File: config.mk
export PLATFORM = sky130hd
export DESIGN_NAME = lsu_decode
export DESIGN_NICKNAME = d
export VERILOG_FILES = /design/src/hdl/dmem_bus_pkg.sv /design/src/hdl/lsu_isa_pkg.sv /design/src/hdl/lsu_decode.sv
export SDC_FILE = /design/constraint.sdc
export NUM_CORES = 1
export LEC_CHECK = 0
export ABC_CLOCK_PERIOD_IN_PS = 3900
export BUFFER_PORTS_ARGS = -buffer_cell sky130_fd_sc_hd__buf_2
export CORE_ASPECT_RATIO = 1.75
export CORE_UTILIZATION = 34
export DETAILED_ROUTE_END_ITERATION = 8
export PLACE_DENSITY = 0.9
export RECOVER_POWER = 25
export SLEW_MARGIN = 20
export SYNTH_ARGS = -nofsm -noshare
export SYNTH_HDL_FRONTEND = slang
export SYNTH_SLANG_ARGS = --single-unit
File: constraint.sdc
create_clock -name vclk -period 3.9
set_clock_uncertainty 0.2 [all_clocks]
set_input_delay 0.78 -clock vclk [all_inputs]
set_output_delay 0.78 -clock vclk [all_outputs]
set_load 0.01 [all_outputs]
File: src/hdl/dmem_bus_pkg.sv
package dmem_bus_pkg;

    // ==============================
    // memory side view, byte banks
    // ==============================

    localparam int NUM_LANES  = 4;           // one bank per byte lane
    localparam int LANE_W     = 8;           // bank width
    localparam int DATA_W     = NUM_LANES * LANE_W;

    // widest word address the port can carry
    localparam int ADDR_MAX_W = 16;

    // command sampled by the banks on the clock edge
    typedef struct packed {
        logic                  ceb;          // chip enable, active low
        logic                  web;          // 0 write, 1 read
        logic [ADDR_MAX_W-1:0] addr;         // word address, low ADDR_W bits used
        logic [NUM_LANES-1:0]  mask;         // per lane write enable
        logic [DATA_W-1:0]     d;            // lane placed write data
    } dmem_port_t;

endpackage

File: src/hdl/lsu_isa_pkg.sv
package lsu_isa_pkg;

    // ==============================
    // instruction side view of a memory access
    // ==============================

    localparam int XLEN = 32;                // register width

    // funct3 field of the RV32I load / store encodings
    localparam logic [2:0] F3_B  = 3'b000;
    localparam logic [2:0] F3_H  = 3'b001;
    localparam logic [2:0] F3_W  = 3'b010;
    localparam logic [2:0] F3_BU = 3'b100;
    localparam logic [2:0] F3_HU = 3'b101;

    // bit 3 marks a store, low bits carry funct3
    typedef enum logic [3:0] {
        op_lb  = {1'b0, F3_B},
        op_lh  = {1'b0, F3_H},
        op_lw  = {1'b0, F3_W},
        op_lbu = {1'b0, F3_BU},
        op_lhu = {1'b0, F3_HU},
        op_sb  = {1'b1, F3_B},
        op_sh  = {1'b1, F3_H},
        op_sw  = {1'b1, F3_W}
    } mem_op_e;

    // access size class
    typedef enum logic [1:0] {
        sz_byte = 2'b00,
        sz_half = 2'b01,
        sz_word = 2'b10
    } mem_size_e;

    typedef struct packed {
        mem_op_e         op;
        logic [XLEN-1:0] addr;               // byte address
        logic [XLEN-1:0] wdata;              // store data, low bits used for sb / sh
    } lsu_req_t;

    // follows a request from decode to the result stage
    typedef struct packed {
        mem_op_e    op;
        logic [1:0] offset;                  // byte offset inside the word
        logic       is_load;
        logic       misaligned;
    } load_ctx_t;

endpackage
File: src/hdl/lsu_decode.sv
`timescale 1ns/1ps

module lsu_decode #(
    parameter int ADDR_W = 10
) (
    input  logic                     req_valid,
    input  lsu_isa_pkg::lsu_req_t    req,
    output dmem_bus_pkg::dmem_port_t port,
    output lsu_isa_pkg::load_ctx_t   ctx
);
    import lsu_isa_pkg::*;
    import dmem_bus_pkg::*;

    logic [1:0]           offset;       // byte lane of the access
    mem_size_e            size;
    logic                 is_load;
    logic                 is_store;
    logic                 misaligned;
    logic [DATA_W-1:0]    lane_data;    // store data moved into its lanes
    logic [NUM_LANES-1:0] lane_mask;

    assign offset = req.addr[1:0];

    // ==============================
    // op classification
    // ==============================
    always_comb begin
        size     = sz_word;
        is_load  = 1'b0;
        is_store = 1'b0;
        case (req.op)
            op_lb, op_lbu: begin
                size    = sz_byte;
                is_load = 1'b1;
            end
            op_lh, op_lhu: begin
                size    = sz_half;
                is_load = 1'b1;
            end
            op_lw:   is_load = 1'b1;
            op_sb: begin
                size     = sz_byte;
                is_store = 1'b1;
            end
            op_sh: begin
                size     = sz_half;
                is_store = 1'b1;
            end
            op_sw:   is_store = 1'b1;
            default: size = sz_word;     // unknown code, no access
        endcase
    end

    // halfword needs bit 0 clear, word needs both low bits clear
    always_comb begin
        case (size)
            sz_half: misaligned = offset[0];
            sz_word: misaligned = |offset;
            default: misaligned = 1'b0;
        endcase
        if (!(is_load || is_store)) begin
            misaligned = 1'b0;
        end
    end

    // ==============================
    // lane placement and byte mask
    // ==============================
    always_comb begin
        case (size)
            sz_byte: begin
                lane_data = DATA_W'(req.wdata[7:0]) << {offset, 3'b000};
                lane_mask = 4'b0001 << offset;
            end
            sz_half: begin
                lane_data = DATA_W'(req.wdata[15:0]) << {offset, 3'b000};
                lane_mask = 4'b0011 << offset;  // offset is 0 or 2 here
            end
            default: begin
                lane_data = req.wdata;
                lane_mask = 4'b1111;
            end
        endcase
    end

    always_comb begin
        port      = '0;
        port.ceb  = ~(req_valid & (is_load | is_store) & ~misaligned);
        port.web  = ~(req_valid & is_store & ~misaligned);   // low only for aligned store
        port.addr[ADDR_W-1:0] = req.addr[ADDR_W+1:2];
        port.mask = is_store ? lane_mask : '0;
        port.d    = lane_data;
    end

    assign ctx = '{op: req.op, offset: offset, is_load: is_load, misaligned: misaligned};

endmodule

==> impl_metrics.json <==
{
  "power.leakage_nw": 0.642,
  "fin_util": 0.454,
  "cp_max_fo": 16,
  "syn2layout_area_growth_pct": 26.6,
  "fmax_ghz": 0.314,
  "cts_hold_buf": 0,
  "antenna_found_initial": 0,
  "yosysWarnings": 0,
  "critPathRequiredTime_ns": 2.92,
  "crit_slowest_cell": "a21o_1",
  "power_density_nw_per_um2": 132,
  "path_class": "primary input to output port",
  "gp_congestion": 0.773,
  "crit_path_end_kind": "output port",
  "dr.pass1.iters": 4,
  "hold_end": "port[37]",
  "synth.distinct_cells": 31,
  "maxSlewViolCount": 0,
  "path_cells": "clkbuf_1, a21o_1, buf_4, a221oi_1, nor2_1, buf_2",
  "die_w_um": 40.8,
  "nFlopsAndLatches": 0,
  "drive_above_1_share": 0.429,
  "syn_area_sq_um": 893,
  "min_path_type": "primary input to output port",
  "min_period_ns": 3.18,
  "cts_setup_buffers": 0,
  "wl_mm": 2.96,
  "grt_pass1_vias": 998,
  "row_count": 24,
  "placed_cells": 224,
  "fin_setup_tns_ns": 0,
  "port-buffer-count": 85,
  "cap_viol_max_count": 0,
  "die_area_sq_um": 2840,
  "multi_input_area_sq_um": 652,
  "final_common_cell": "buf_2",
  "fp.dieH_um": 69.8,
  "setup_viol": 0,
  "ir_drop_mv": 0.0441,
  "route.detailed.drc": 0,
  "start_util": 0.358,
  "worstHoldPathCells": 0,
  "hold_viol": 0,
  "grt_use_total": 0.192,
  "grt_pass1_wl_mm": 4.19,
  "syn_area_per_cell_sq_um": 6.34,
  "stdcell_count": 224,
  "status": "finished clean",
  "antenna_left": 0,
  "crit_arrival_ns": 2.20,
  "nClkBuffers": 0,
  "crit_path_start_kind": "primary input",
  "fin_crit_sh": 0.816,
  "worstHoldStart": "req[35]",
  "post-dp-hpwl_mm": 2.35,
  "final_nets": 269,
  "fillers": 277,
  "final_cell_mix": "81 x buf_2, 17 x nand2_1, 16 x o21ai_0",
  "grt_max_degree": 27,
  "drt-vias-per-instance": 5.45,
  "first_iter_violations": 37,
  "tightest_slew_ns": 0.539,
  "num_vias": 1221,
  "pin_count": 131,
  "regArea_sq_um": 0,
  "num_antenna_cells": 0,
  "cts_resized": 0,
  "slew_headroom": 0.641,
  "synthCells": 141,
  "gr-total-overflow": 0,
  "avgRoutedWirePerCell_um": 13.2,
  "max_stage_delay_ns": 0.48,
  "core_area_sq_um": 2490,
  "rsz0062_at_grt": "no",
  "yosysSeqAreaShare": 0
}
[report_power, final]
part | internal, W | switching (W) | total, W
combinational | 0.0000632 | 0.0000857 | 0.000149
clock | 0 | 0 | 0
sequential | 0 | 0 | 0
total | 0.0000632 | 0.0000857 | 0.000149
[Yosys cell counts (all sizes together)]
cell	count	area, sq um
o21bai	2	15.0
a21oi	5	28.8
inv	3	11.3
a221oi	1	8.76
nor2b	9	56.3
o21ai	17	85.1
buf	34	245
and3b	1	8.76
nand2	17	63.8
nor2	10	40.0
nand4b	1	8.76
and2	1	6.26
clkbuf	1	3.75
or4bb	2	22.5
a22oi	8	60.1
nand4	1	6.26
o211ai	1	7.51
nor3	1	5.00
conb	1	3.75
and2b	1	7.51
a21o	1	7.51
nand2b	1	6.26
o211a	1	10.0
a32oi	7	61.3
and3	7	43.8
a221o	7	70.1
[stage by stage]
step / hold WS, ns / power (W) / setup slack [ns] / instance area, sq um
3_3_place_gp: 1.36 / 0.000147 / 0.900 / 1140
3_5_place_dp: 1.36 / 0.000149 / 0.895 / 1140
6_report: 1.36 / 0.000149 / 0.718 / 1130
2_1_floorplan: 1.45 / 0.000104 / 1.22 / 912
4_1_cts: 1.36 / 0.000149 / 0.892 / 1140
5_1_grt: 1.36 / 0.000166 / 0.648 / 1130
[final cells by class]
class | instances | share of cell area
inverter | 3 | 0.00996
tap | 26 | 0.0288
timing repair buffer | 87 | 0.385
multi-input combinational | 108 | 0.576
[kinds of logic after synthesis]
kind of cell / count (synthesis) / synth area share
AOI/OAI and AO/OA: 50 / 0.396
other: 1 / 0.00420
buffers and inverters: 38 / 0.291
and+or+nand+nor: 52 / 0.308
[critical path, delay by kind of cell]
family	cells	cell delay, ns
AO/OA/AOI/OAI	2	0.55
buffers and inverters	3	0.76
AND/OR/NAND/NOR	1	0.12
[routing by layer]
| metal | vias to the layer above | share of wire | track usage |
|---|---|---|---|
| met2 | 56 | 0.56 | 0.381 |
| li1 | 602 | - | - |
| met4 | 0 | 0.0027 | 0.0333 |
| met5 | - | 0 | 0 |
| met1 | 559 | 0.38 | 0.187 |
| met3 | 4 | 0.057 | 0.0160 |
[worst max path at each step]
stage	startpoint	endpoint	slack (ns)	cells past startpoint
after floorplan	req[65]	port[24]	1.22	5
after detailed placement	req[32]	port[29]	0.89	5
after CTS	req[32]	port[29]	0.89	5
after global placement	req[32]	port[25]	0.90	5
final	req[65]	port[22]	0.72	6
after global routing	req[67]	port[27]	0.65	5
No activity file was read; power rests on OpenSTA's default activity.
