[config.mk]
export PLATFORM = sky130hd
export DESIGN_NAME = load_align
export DESIGN_NICKNAME = d
export VERILOG_FILES = /design/src/hdl/lsu_isa_pkg.sv /design/src/hdl/load_align.sv
export SDC_FILE = /design/constraint.sdc
export NUM_CORES = 1
export LEC_CHECK = 0
export BUFFER_PORTS_ARGS = -buffer_cell sky130_fd_sc_hd__buf_2
export CAP_MARGIN = 0
export CORE_AREA = 2 2 58 60
export DETAILED_ROUTE_END_ITERATION = 16
export DIE_AREA = 0 0 60 62
export PLACE_DENSITY = 0.73
export SLEW_MARGIN = 10
export SYNTH_ARGS = -nofsm -noshare
export SYNTH_HDL_FRONTEND = slang
export SYNTH_SLANG_ARGS = --single-unit
[constraint.sdc]
create_clock -name clk -period 1.38 [get_ports clk]
set_clock_uncertainty 0.1 [all_clocks]
set_input_delay 0 -clock clk [delete_from_list [all_inputs] [get_ports clk]]
set_output_delay 0 -clock clk [all_outputs]
set_load 0.005 [all_outputs]
[src/hdl/lsu_isa_pkg.sv]
package lsu_isa_pkg;

    // ==============================
    // instruction side view of a memory access
    // ==============================

    localparam int XLEN = 32;                // register width

    // funct3 field of the RV32I load / store encodings
    localparam logic [2:0] F3_B  = 3'b000;
    localparam logic [2:0] F3_H  = 3'b001;
    localparam logic [2:0] F3_W  = 3'b010;
    localparam logic [2:0] F3_BU = 3'b100;
    localparam logic [2:0] F3_HU = 3'b101;

    // bit 3 marks a store, low bits carry funct3
    typedef enum logic [3:0] {
        op_lb  = {1'b0, F3_B},
        op_lh  = {1'b0, F3_H},
        op_lw  = {1'b0, F3_W},
        op_lbu = {1'b0, F3_BU},
        op_lhu = {1'b0, F3_HU},
        op_sb  = {1'b1, F3_B},
        op_sh  = {1'b1, F3_H},
        op_sw  = {1'b1, F3_W}
    } mem_op_e;

    // access size class
    typedef enum logic [1:0] {
        sz_byte = 2'b00,
        sz_half = 2'b01,
        sz_word = 2'b10
    } mem_size_e;

    typedef struct packed {
        mem_op_e         op;
        logic [XLEN-1:0] addr;               // byte address
        logic [XLEN-1:0] wdata;              // store data, low bits used for sb / sh
    } lsu_req_t;

    // follows a request from decode to the result stage
    typedef struct packed {
        mem_op_e    op;
        logic [1:0] offset;                  // byte offset inside the word
        logic       is_load;
        logic       misaligned;
    } load_ctx_t;

endpackage
[src/hdl/load_align.sv]
`timescale 1ns/1ps

module load_align (
    input  logic                          clk,
    input  logic                          arst_n,
    input  logic                          req_valid,
    input  lsu_isa_pkg::load_ctx_t        ctx,
    input  logic [lsu_isa_pkg::XLEN-1:0]  q,          // raw word from the banks
    output logic                          load_valid,
    output logic                          misalign_err,
    output logic [lsu_isa_pkg::XLEN-1:0]  load_data
);
    import lsu_isa_pkg::*;

    load_ctx_t       ctx_r;        // context of the request in memory
    logic            valid_r;
    logic [XLEN-1:0] shifted;      // addressed bytes moved down to lane 0
    logic [7:0]      byte_sel;
    logic [15:0]     half_sel;

    // ==============================
    // context register
    // ==============================
    always_ff @(posedge clk or negedge arst_n) begin
        if (!arst_n) begin
            ctx_r   <= '0;
            valid_r <= 1'b0;
        end else begin
            ctx_r   <= ctx;
            valid_r <= req_valid;
        end
    end

    // result pulses, one cycle after the request
    assign misalign_err = valid_r & ctx_r.misaligned;
    assign load_valid   = valid_r & ctx_r.is_load & ~ctx_r.misaligned;

    // ==============================
    // extract and extend
    // ==============================
    assign shifted  = q >> {ctx_r.offset, 3'b000};
    assign byte_sel = shifted[7:0];
    assign half_sel = shifted[15:0];   // offset 0 or 2 for aligned halfwords

    always_comb begin
        case (ctx_r.op)
            op_lb:   load_data = {{(XLEN-8){byte_sel[7]}}, byte_sel};     // sign extend
            op_lbu:  load_data = {{(XLEN-8){1'b0}}, byte_sel};
            op_lh:   load_data = {{(XLEN-16){half_sel[15]}}, half_sel};
            op_lhu:  load_data = {{(XLEN-16){1'b0}}, half_sel};
            default: load_data = q;    // lw passes the word through
        endcase
    end

endmodule

==> results of run 1 <==
## routing by layer
metal | vias to the layer above | share of wire (%)
met5 | - | 0
met4 | 0 | 0.42
met3 | 2 | 7.0
met2 | 62 | 53
met1 | 694 | 40
li1 | 714 | -
## timing repair
| action | in CTS | in global routing |
|---|---|---|
| hold buffers | 10 | 0 |
| setup buffers | 2 | 3 |
| cloned | 1 | 0 |
| hold endpoints to repair | 18 | 0 |
| setup endpoints to repair | 32 | 32 |
| resized for setup | 23 | 23 |
| pin swaps | 22 | 10 |
## worst paths after layout
check | to | cells after the start
worst max-delay path | load_data[9] | 6
worst min-delay path | ctx_r[1]$_DFF_PN0_ | 2
max in group asynchronous | ctx_r[3]$_DFF_PN0_ | 2
min in group clk | load_data[2] | 3
## metrics by stage
stage                     power, mW  util (%)  worst slack, ns  instances  cell area, sq um
after floorplan               0.526         -           -0.146        143              1090
after global placement        0.745      50.3           -0.232        269              1600
after detailed placement      0.749      50.3           -0.242        269              1600
after CTS                      1.03      58.5           -0.523        286              1860
after global routing           1.15      62.1           -0.606        289              1970
final                          1.07      62.1           -0.536        289              1970
## power breakdown
part           internal, mW  total (mW)  leakage [nW]  switching [mW]
clock                 0.111       0.199        0.0150          0.0882
sequential            0.278       0.290         0.104          0.0122
combinational         0.314       0.578         0.916           0.264
total                 0.703        1.07          1.04           0.365
## placed cells by master (no fill, tap or decap), types with 2 or more instances in the layout
cell type and n:
buf_2 76, nand2_1 23, a21o_1 16, buf_4 14, mux2i_1 13, nor2_1 11, dlygate4sd3_1 10, nor2_4 8
dfrtp_1 8, nand3b_1 7, buf_6 6, o21ai_2 5, o211ai_1 5, a21oi_2 4, o221a_1 3, o221a_2 3
clkbuf_4 3, buf_8 3, nor2_2 2, a21oi_1 2, and2_1 2
## critical path, cell delays in order (launching register included)
cell,delay [ns]
dfrtp_1,0.36
mux4_2,0.56
buf_6,0.16
a21oi_4,0.16
buf_6,0.15
o21ai_1,0.05
buf_2,0.12
## final cells by class
class	instances	area [sq um]	share of cell area, %
Tap cell	46	57.6	2.92
Inverter	1	3.75	0.190
Multi-Input combinational cell	118	910	46.1
Sequential cell	9	226	11.5
Timing Repair Buffer	111	751	38.0
Clock buffer	4	26.3	1.33
## cell families after synthesis
| logic type | count (synthesis) |
|---|---|
| AO/OA/AOI/OAI | 47 |
| multiplexers | 15 |
| buffers and inverters | 16 |
| flip-flops | 9 |
| AND/OR/NAND/NOR | 56 |
## sequential cells by signal, indices dropped and copies added, names as in the netlist
name     flops
valid_r      1
ctx_r        8
==> metrics.yaml, run 1 <==
timing:
  finalHoldViolations: 0
  max-slew-margin-rel_pct: 83.5
  postLayoutSetupSlackWorst_ns: -0.536
  setup_violations: 32
  hold_slack_ns: 0.0106
  finalCritPeriodShare_pct: 139
  fmax_mhz: 522
  tightest_slew_ns: 0.245
  final.setup.tns_ns: -14.33
  fin_crit_ns: 1.92
  rsz0062_at_grt: "true"
  drv_slew: 0
grt:
  busiest_layer: "met2"
  grtUsageMet3_pct: 2.90
  grt_pass1_vias: 1253
  met1_usage_pct: 22.2
  grt_max_degree: 21
  grt_usage_pct: 19.2
  grtUsageMet2_pct: 37.0
  antenna_found_initial: 0
  grt_first_pass_wirelength_um: 5420
  overflow: 0
floorplan:
  start_util_pct: 34.0
  fp.coreArea_sq_um: 3180
  dieArea_sq_um: 3720
  die_width_um: 60
  pin_count: 77
  die_h_um: 62
  num_rows: 21
yosys:
  yosysTopAreaCell: "dfrtp_1"
  seq_area_frac_synth_pct: 20.8
  ys_top_cells_by_count: "nand2_1 (24), nor2_1 (20), a21o_1 (16)"
  synth_area_sq_um: 1080
  synth_cell_types: 30
  netlist_top_cells_area: "dfrtp_1 (21%), mux2i_1 (13%), a21o_1 (11%)"
  synthAdderAreaFrac_pct: 0
  muxShareOfSynthArea_pct: 15.0
  yosysMostFrequentCell: "nand2_1"
  ys_async_sr_fraction_pct: 100
  synth_xor_area_share_pct: 0
  yosys.area.top_type_share_pct: 20.8
  synth_cells: 143
  yosys.area_share.simple_pct: 24.4
  synth_edf_count: 0
  syn_nets: 186
  yosys_warnings: 0
  synth-seq-cells: 9
  yosys_most_used_dff: "dfrtp_1"
  synth_top_family_by_area: "compound AO/OA/AOI/OAI gates"
  syn_area_per_cell_sq_um: 7.56
  synth_compound_area_share_pct: 32.4
clock_network:
  cts_buffers: 3
  cts-htree-levels: 1
  cts_root_buffer: "clkbuf_4"
  cts_max_path_buffers: 2
  clkTransAtPathRegs_ns: 0.06
  cts_tree: "yes"
  clock_sink_count: 9
drt:
  drc: 0
  drt_first_pass_iters: 4
  wl_per_cell_um: 13.3
  dr_total_vias: 1472
  drt_iter0_markers: 58
  vias_per_cell: 5.09
  wl_um: 3840
  detail-route-antenna-nets: 0
final_layout:
  diodes: 0
  area_delta_synth_final_pct: 82.6
  nNetsFinal: 287
  nFillCells: 273
  drive_gt1_share_pct: 55.6
run:
  drv_cap: 0
critical_path:
  startpoint_type: "flop"
  cp-startpoint: "ctx_r[2]$_DFF_PN0_"
  cp_data_arrival_time_ns: 1.82
  cp_max_fo: 5
  cp-end-kind: "output pin"
  worstPathRequired_ns: 1.28
  crit_type: "reg -> out"
placement:
  hpwl_um: 2600
  place_congestion: 0.894
  portBuffers: 76
pwr:
  total_leakage_power_nw: 1.04
  peakVddDrop_uv: 478
  power_density_nw_per_um2: 541
run_status:
  failed_checks: "setup timing"
  status: "complete, but fails checks"
min_path:
  hold_class: "in -> async"
Note: power is estimated with default switching activity, not from simulation.
==> run 2, diff against run 1 <==
SETUP_SLACK_MARGIN = 0.5   (was not set)
==> metrics.yaml, run 2 (synthesis gave the netlist of run 1 again) <==
run_status:
  status: "complete, but fails checks"
  failed_checks: "setup timing"
final_layout:
  nNetsFinal: 286
  regMostFlops: "ctx_r"
  diodes: 0
  reg.largest.list: "ctx_r: 8 flops, valid_r: 1 flops"
  final_common_cell: "buf_2"
  final_cell_mix: "buf_2 (77), nand2_1 (23), a21o_1 (16)"
  largest_reg_flops: 8
  nFillCells: 274
  drive_gt1_share_pct: 54.1
  final_area_sq_um: 1950
  finalNonFillerCells: 288
  area_delta_synth_final_pct: 80.8
pwr:
  total_leakage_power_nw: 1.03
  power_density_nw_per_um2: 541
  peakVddDrop_uv: 535
placement:
  portBuffers: 76
  dpl.cell_count: 269
  hpwl_um: 2590
  place_congestion: 0.908
  dpl_cell_area_sq_um: 1600
  dp_slack_ns: -0.257
drt:
  vias_per_cell: 5.01
  dr_total_vias: 1444
  drc: 0
  drt_iter0_markers: 73
  wl_per_cell_um: 13.5
  drt_first_pass_iters: 4
  wl_um: 3880
  detail-route-antenna-nets: 0
timing:
  max-slew-margin-rel_pct: 83.1
  fmax_mhz: 524
  drv_slew: 0
  tightest_slew_ns: 0.251
  finalHoldViolations: 0
  finalCritPeriodShare_pct: 138
  fin_crit_ns: 1.91
  rsz0062_at_grt: "true"
  postLayoutSetupSlackWorst_ns: -0.528
  setup_violations: 32
grt:
  grt_first_pass_wirelength_um: 5620
  grt_pass1_vias: 1264
  antenna_found_initial: 0
  overflow: 0
  grt_usage_pct: 19.6
  grt_max_degree: 21
clock_network:
  cts-htree-levels: 1
  clkTransAtPathRegs_ns: 0.05
  cts_root_buffer: "clkbuf_4"
  cts_buffers: 3
  cts_max_path_buffers: 2
  clock_sink_count: 9
  cts_tree: "yes"
floorplan:
  start_util_pct: 34.0
  num_rows: 21
  die_width_um: 60
  dieArea_sq_um: 3720
  fp.coreArea_sq_um: 3180
  die_h_um: 62
  pin_count: 77
run:
  drv_cap: 0
critical_path:
  cp_data_arrival_time_ns: 1.81
  cp_cell_sequence: "mux4_2 > buf_6 > a21oi_4 > buf_6 > o31ai_4 > buf_2"
  crit_type: "reg -> out"
  crit_top_cell: "buf_6"
  cp-end-kind: "output pin"
  crit_slowest_cell: "mux4_2"
  worstPathRequired_ns: 1.28
  startpoint_type: "flop"
  slowest_delay_ns: 0.56
  cp_max_fo: 3
min_path:
  hold_class: "in -> async"
run 2: repair_timing:
item	in CTS	in global routing
gates resized for setup	28	15
hold endpoints to repair	18	0
pin swaps	23	9
endpoints found under the setup margin	34	34
setup buffers	2	1
cloned	2	0
hold buffers	10	0
run 2: worst max-delay path: cells and delay by family (launching register included):
family / cells / cell delay [ns]
buf+inv: 3 / 0.43
compound gates: 2 / 0.20
flops: 1 / 0.36
mux: 1 / 0.56
run 2: per-stage QoR:
step | util (%) | hold WS, ns | setup TNS [ns] | power, mW
2_1_floorplan | - | -0.396 | -1.49 | 0.533
3_3_place_gp | 50.3 | -0.250 | -5.42 | 0.744
3_5_place_dp | 50.3 | -0.252 | -6.10 | 0.750
4_1_cts | 59.2 | 0.00414 | -14.47 | 1.03
5_1_grt | 61.5 | 0.0413 | -16.35 | 1.14
6_report | 61.5 | 0.0425 | -13.93 | 1.06
run 2: power by group:
| group | leakage [nW] | switching [mW] | internal [mW] |
|---|---|---|---|
| clock | 0.0150 | 0.0794 | 0.111 |
| combinational | 0.914 | 0.265 | 0.313 |
| sequential | 0.104 | 0.0119 | 0.278 |
| total | 1.03 | 0.356 | 0.701 |
run 2: worst max-delay path by stage:
| stage | start | endpoint | slack [ns] |
|---|---|---|---|
| after CTS | ctx_r[2]$_DFF_PN0_ | load_data[20] | -0.53 |
| after floorplan | ctx_r[2]$_DFF_PN0_ | load_data[17] | -0.15 |
| after detailed placement | ctx_r[2]$_DFF_PN0_ | load_data[20] | -0.26 |
| after global routing | ctx_r[2]$_DFF_PN0_ | load_data[15] | -0.60 |
| after global placement | ctx_r[2]$_DFF_PN0_ | load_data[20] | -0.24 |
| final | ctx_r[2]$_DFF_PN0_ | load_data[15] | -0.53 |
run 2: final cells by class:
cell class | count | area (sq um) | share of cell area, %
Sequential cell | 9 | 226 | 11.6
Multi-Input combinational cell | 118 | 892 | 45.6
Inverter | 1 | 3.75 | 0.192
Timing Repair Buffer | 110 | 748 | 38.3
Tap cell | 46 | 57.6 | 2.94
Clock buffer | 4 | 26.3 | 1.34
run 2: metal layers:
layer  vias up  global-route usage [%]  wire length (um)
met4         0                    4.44                 0
met3         0                    1.24               214
met2        59                    37.3              2080
met5         -                       0                 0
li1        716                       -                 -
met1       669                    24.3              1590
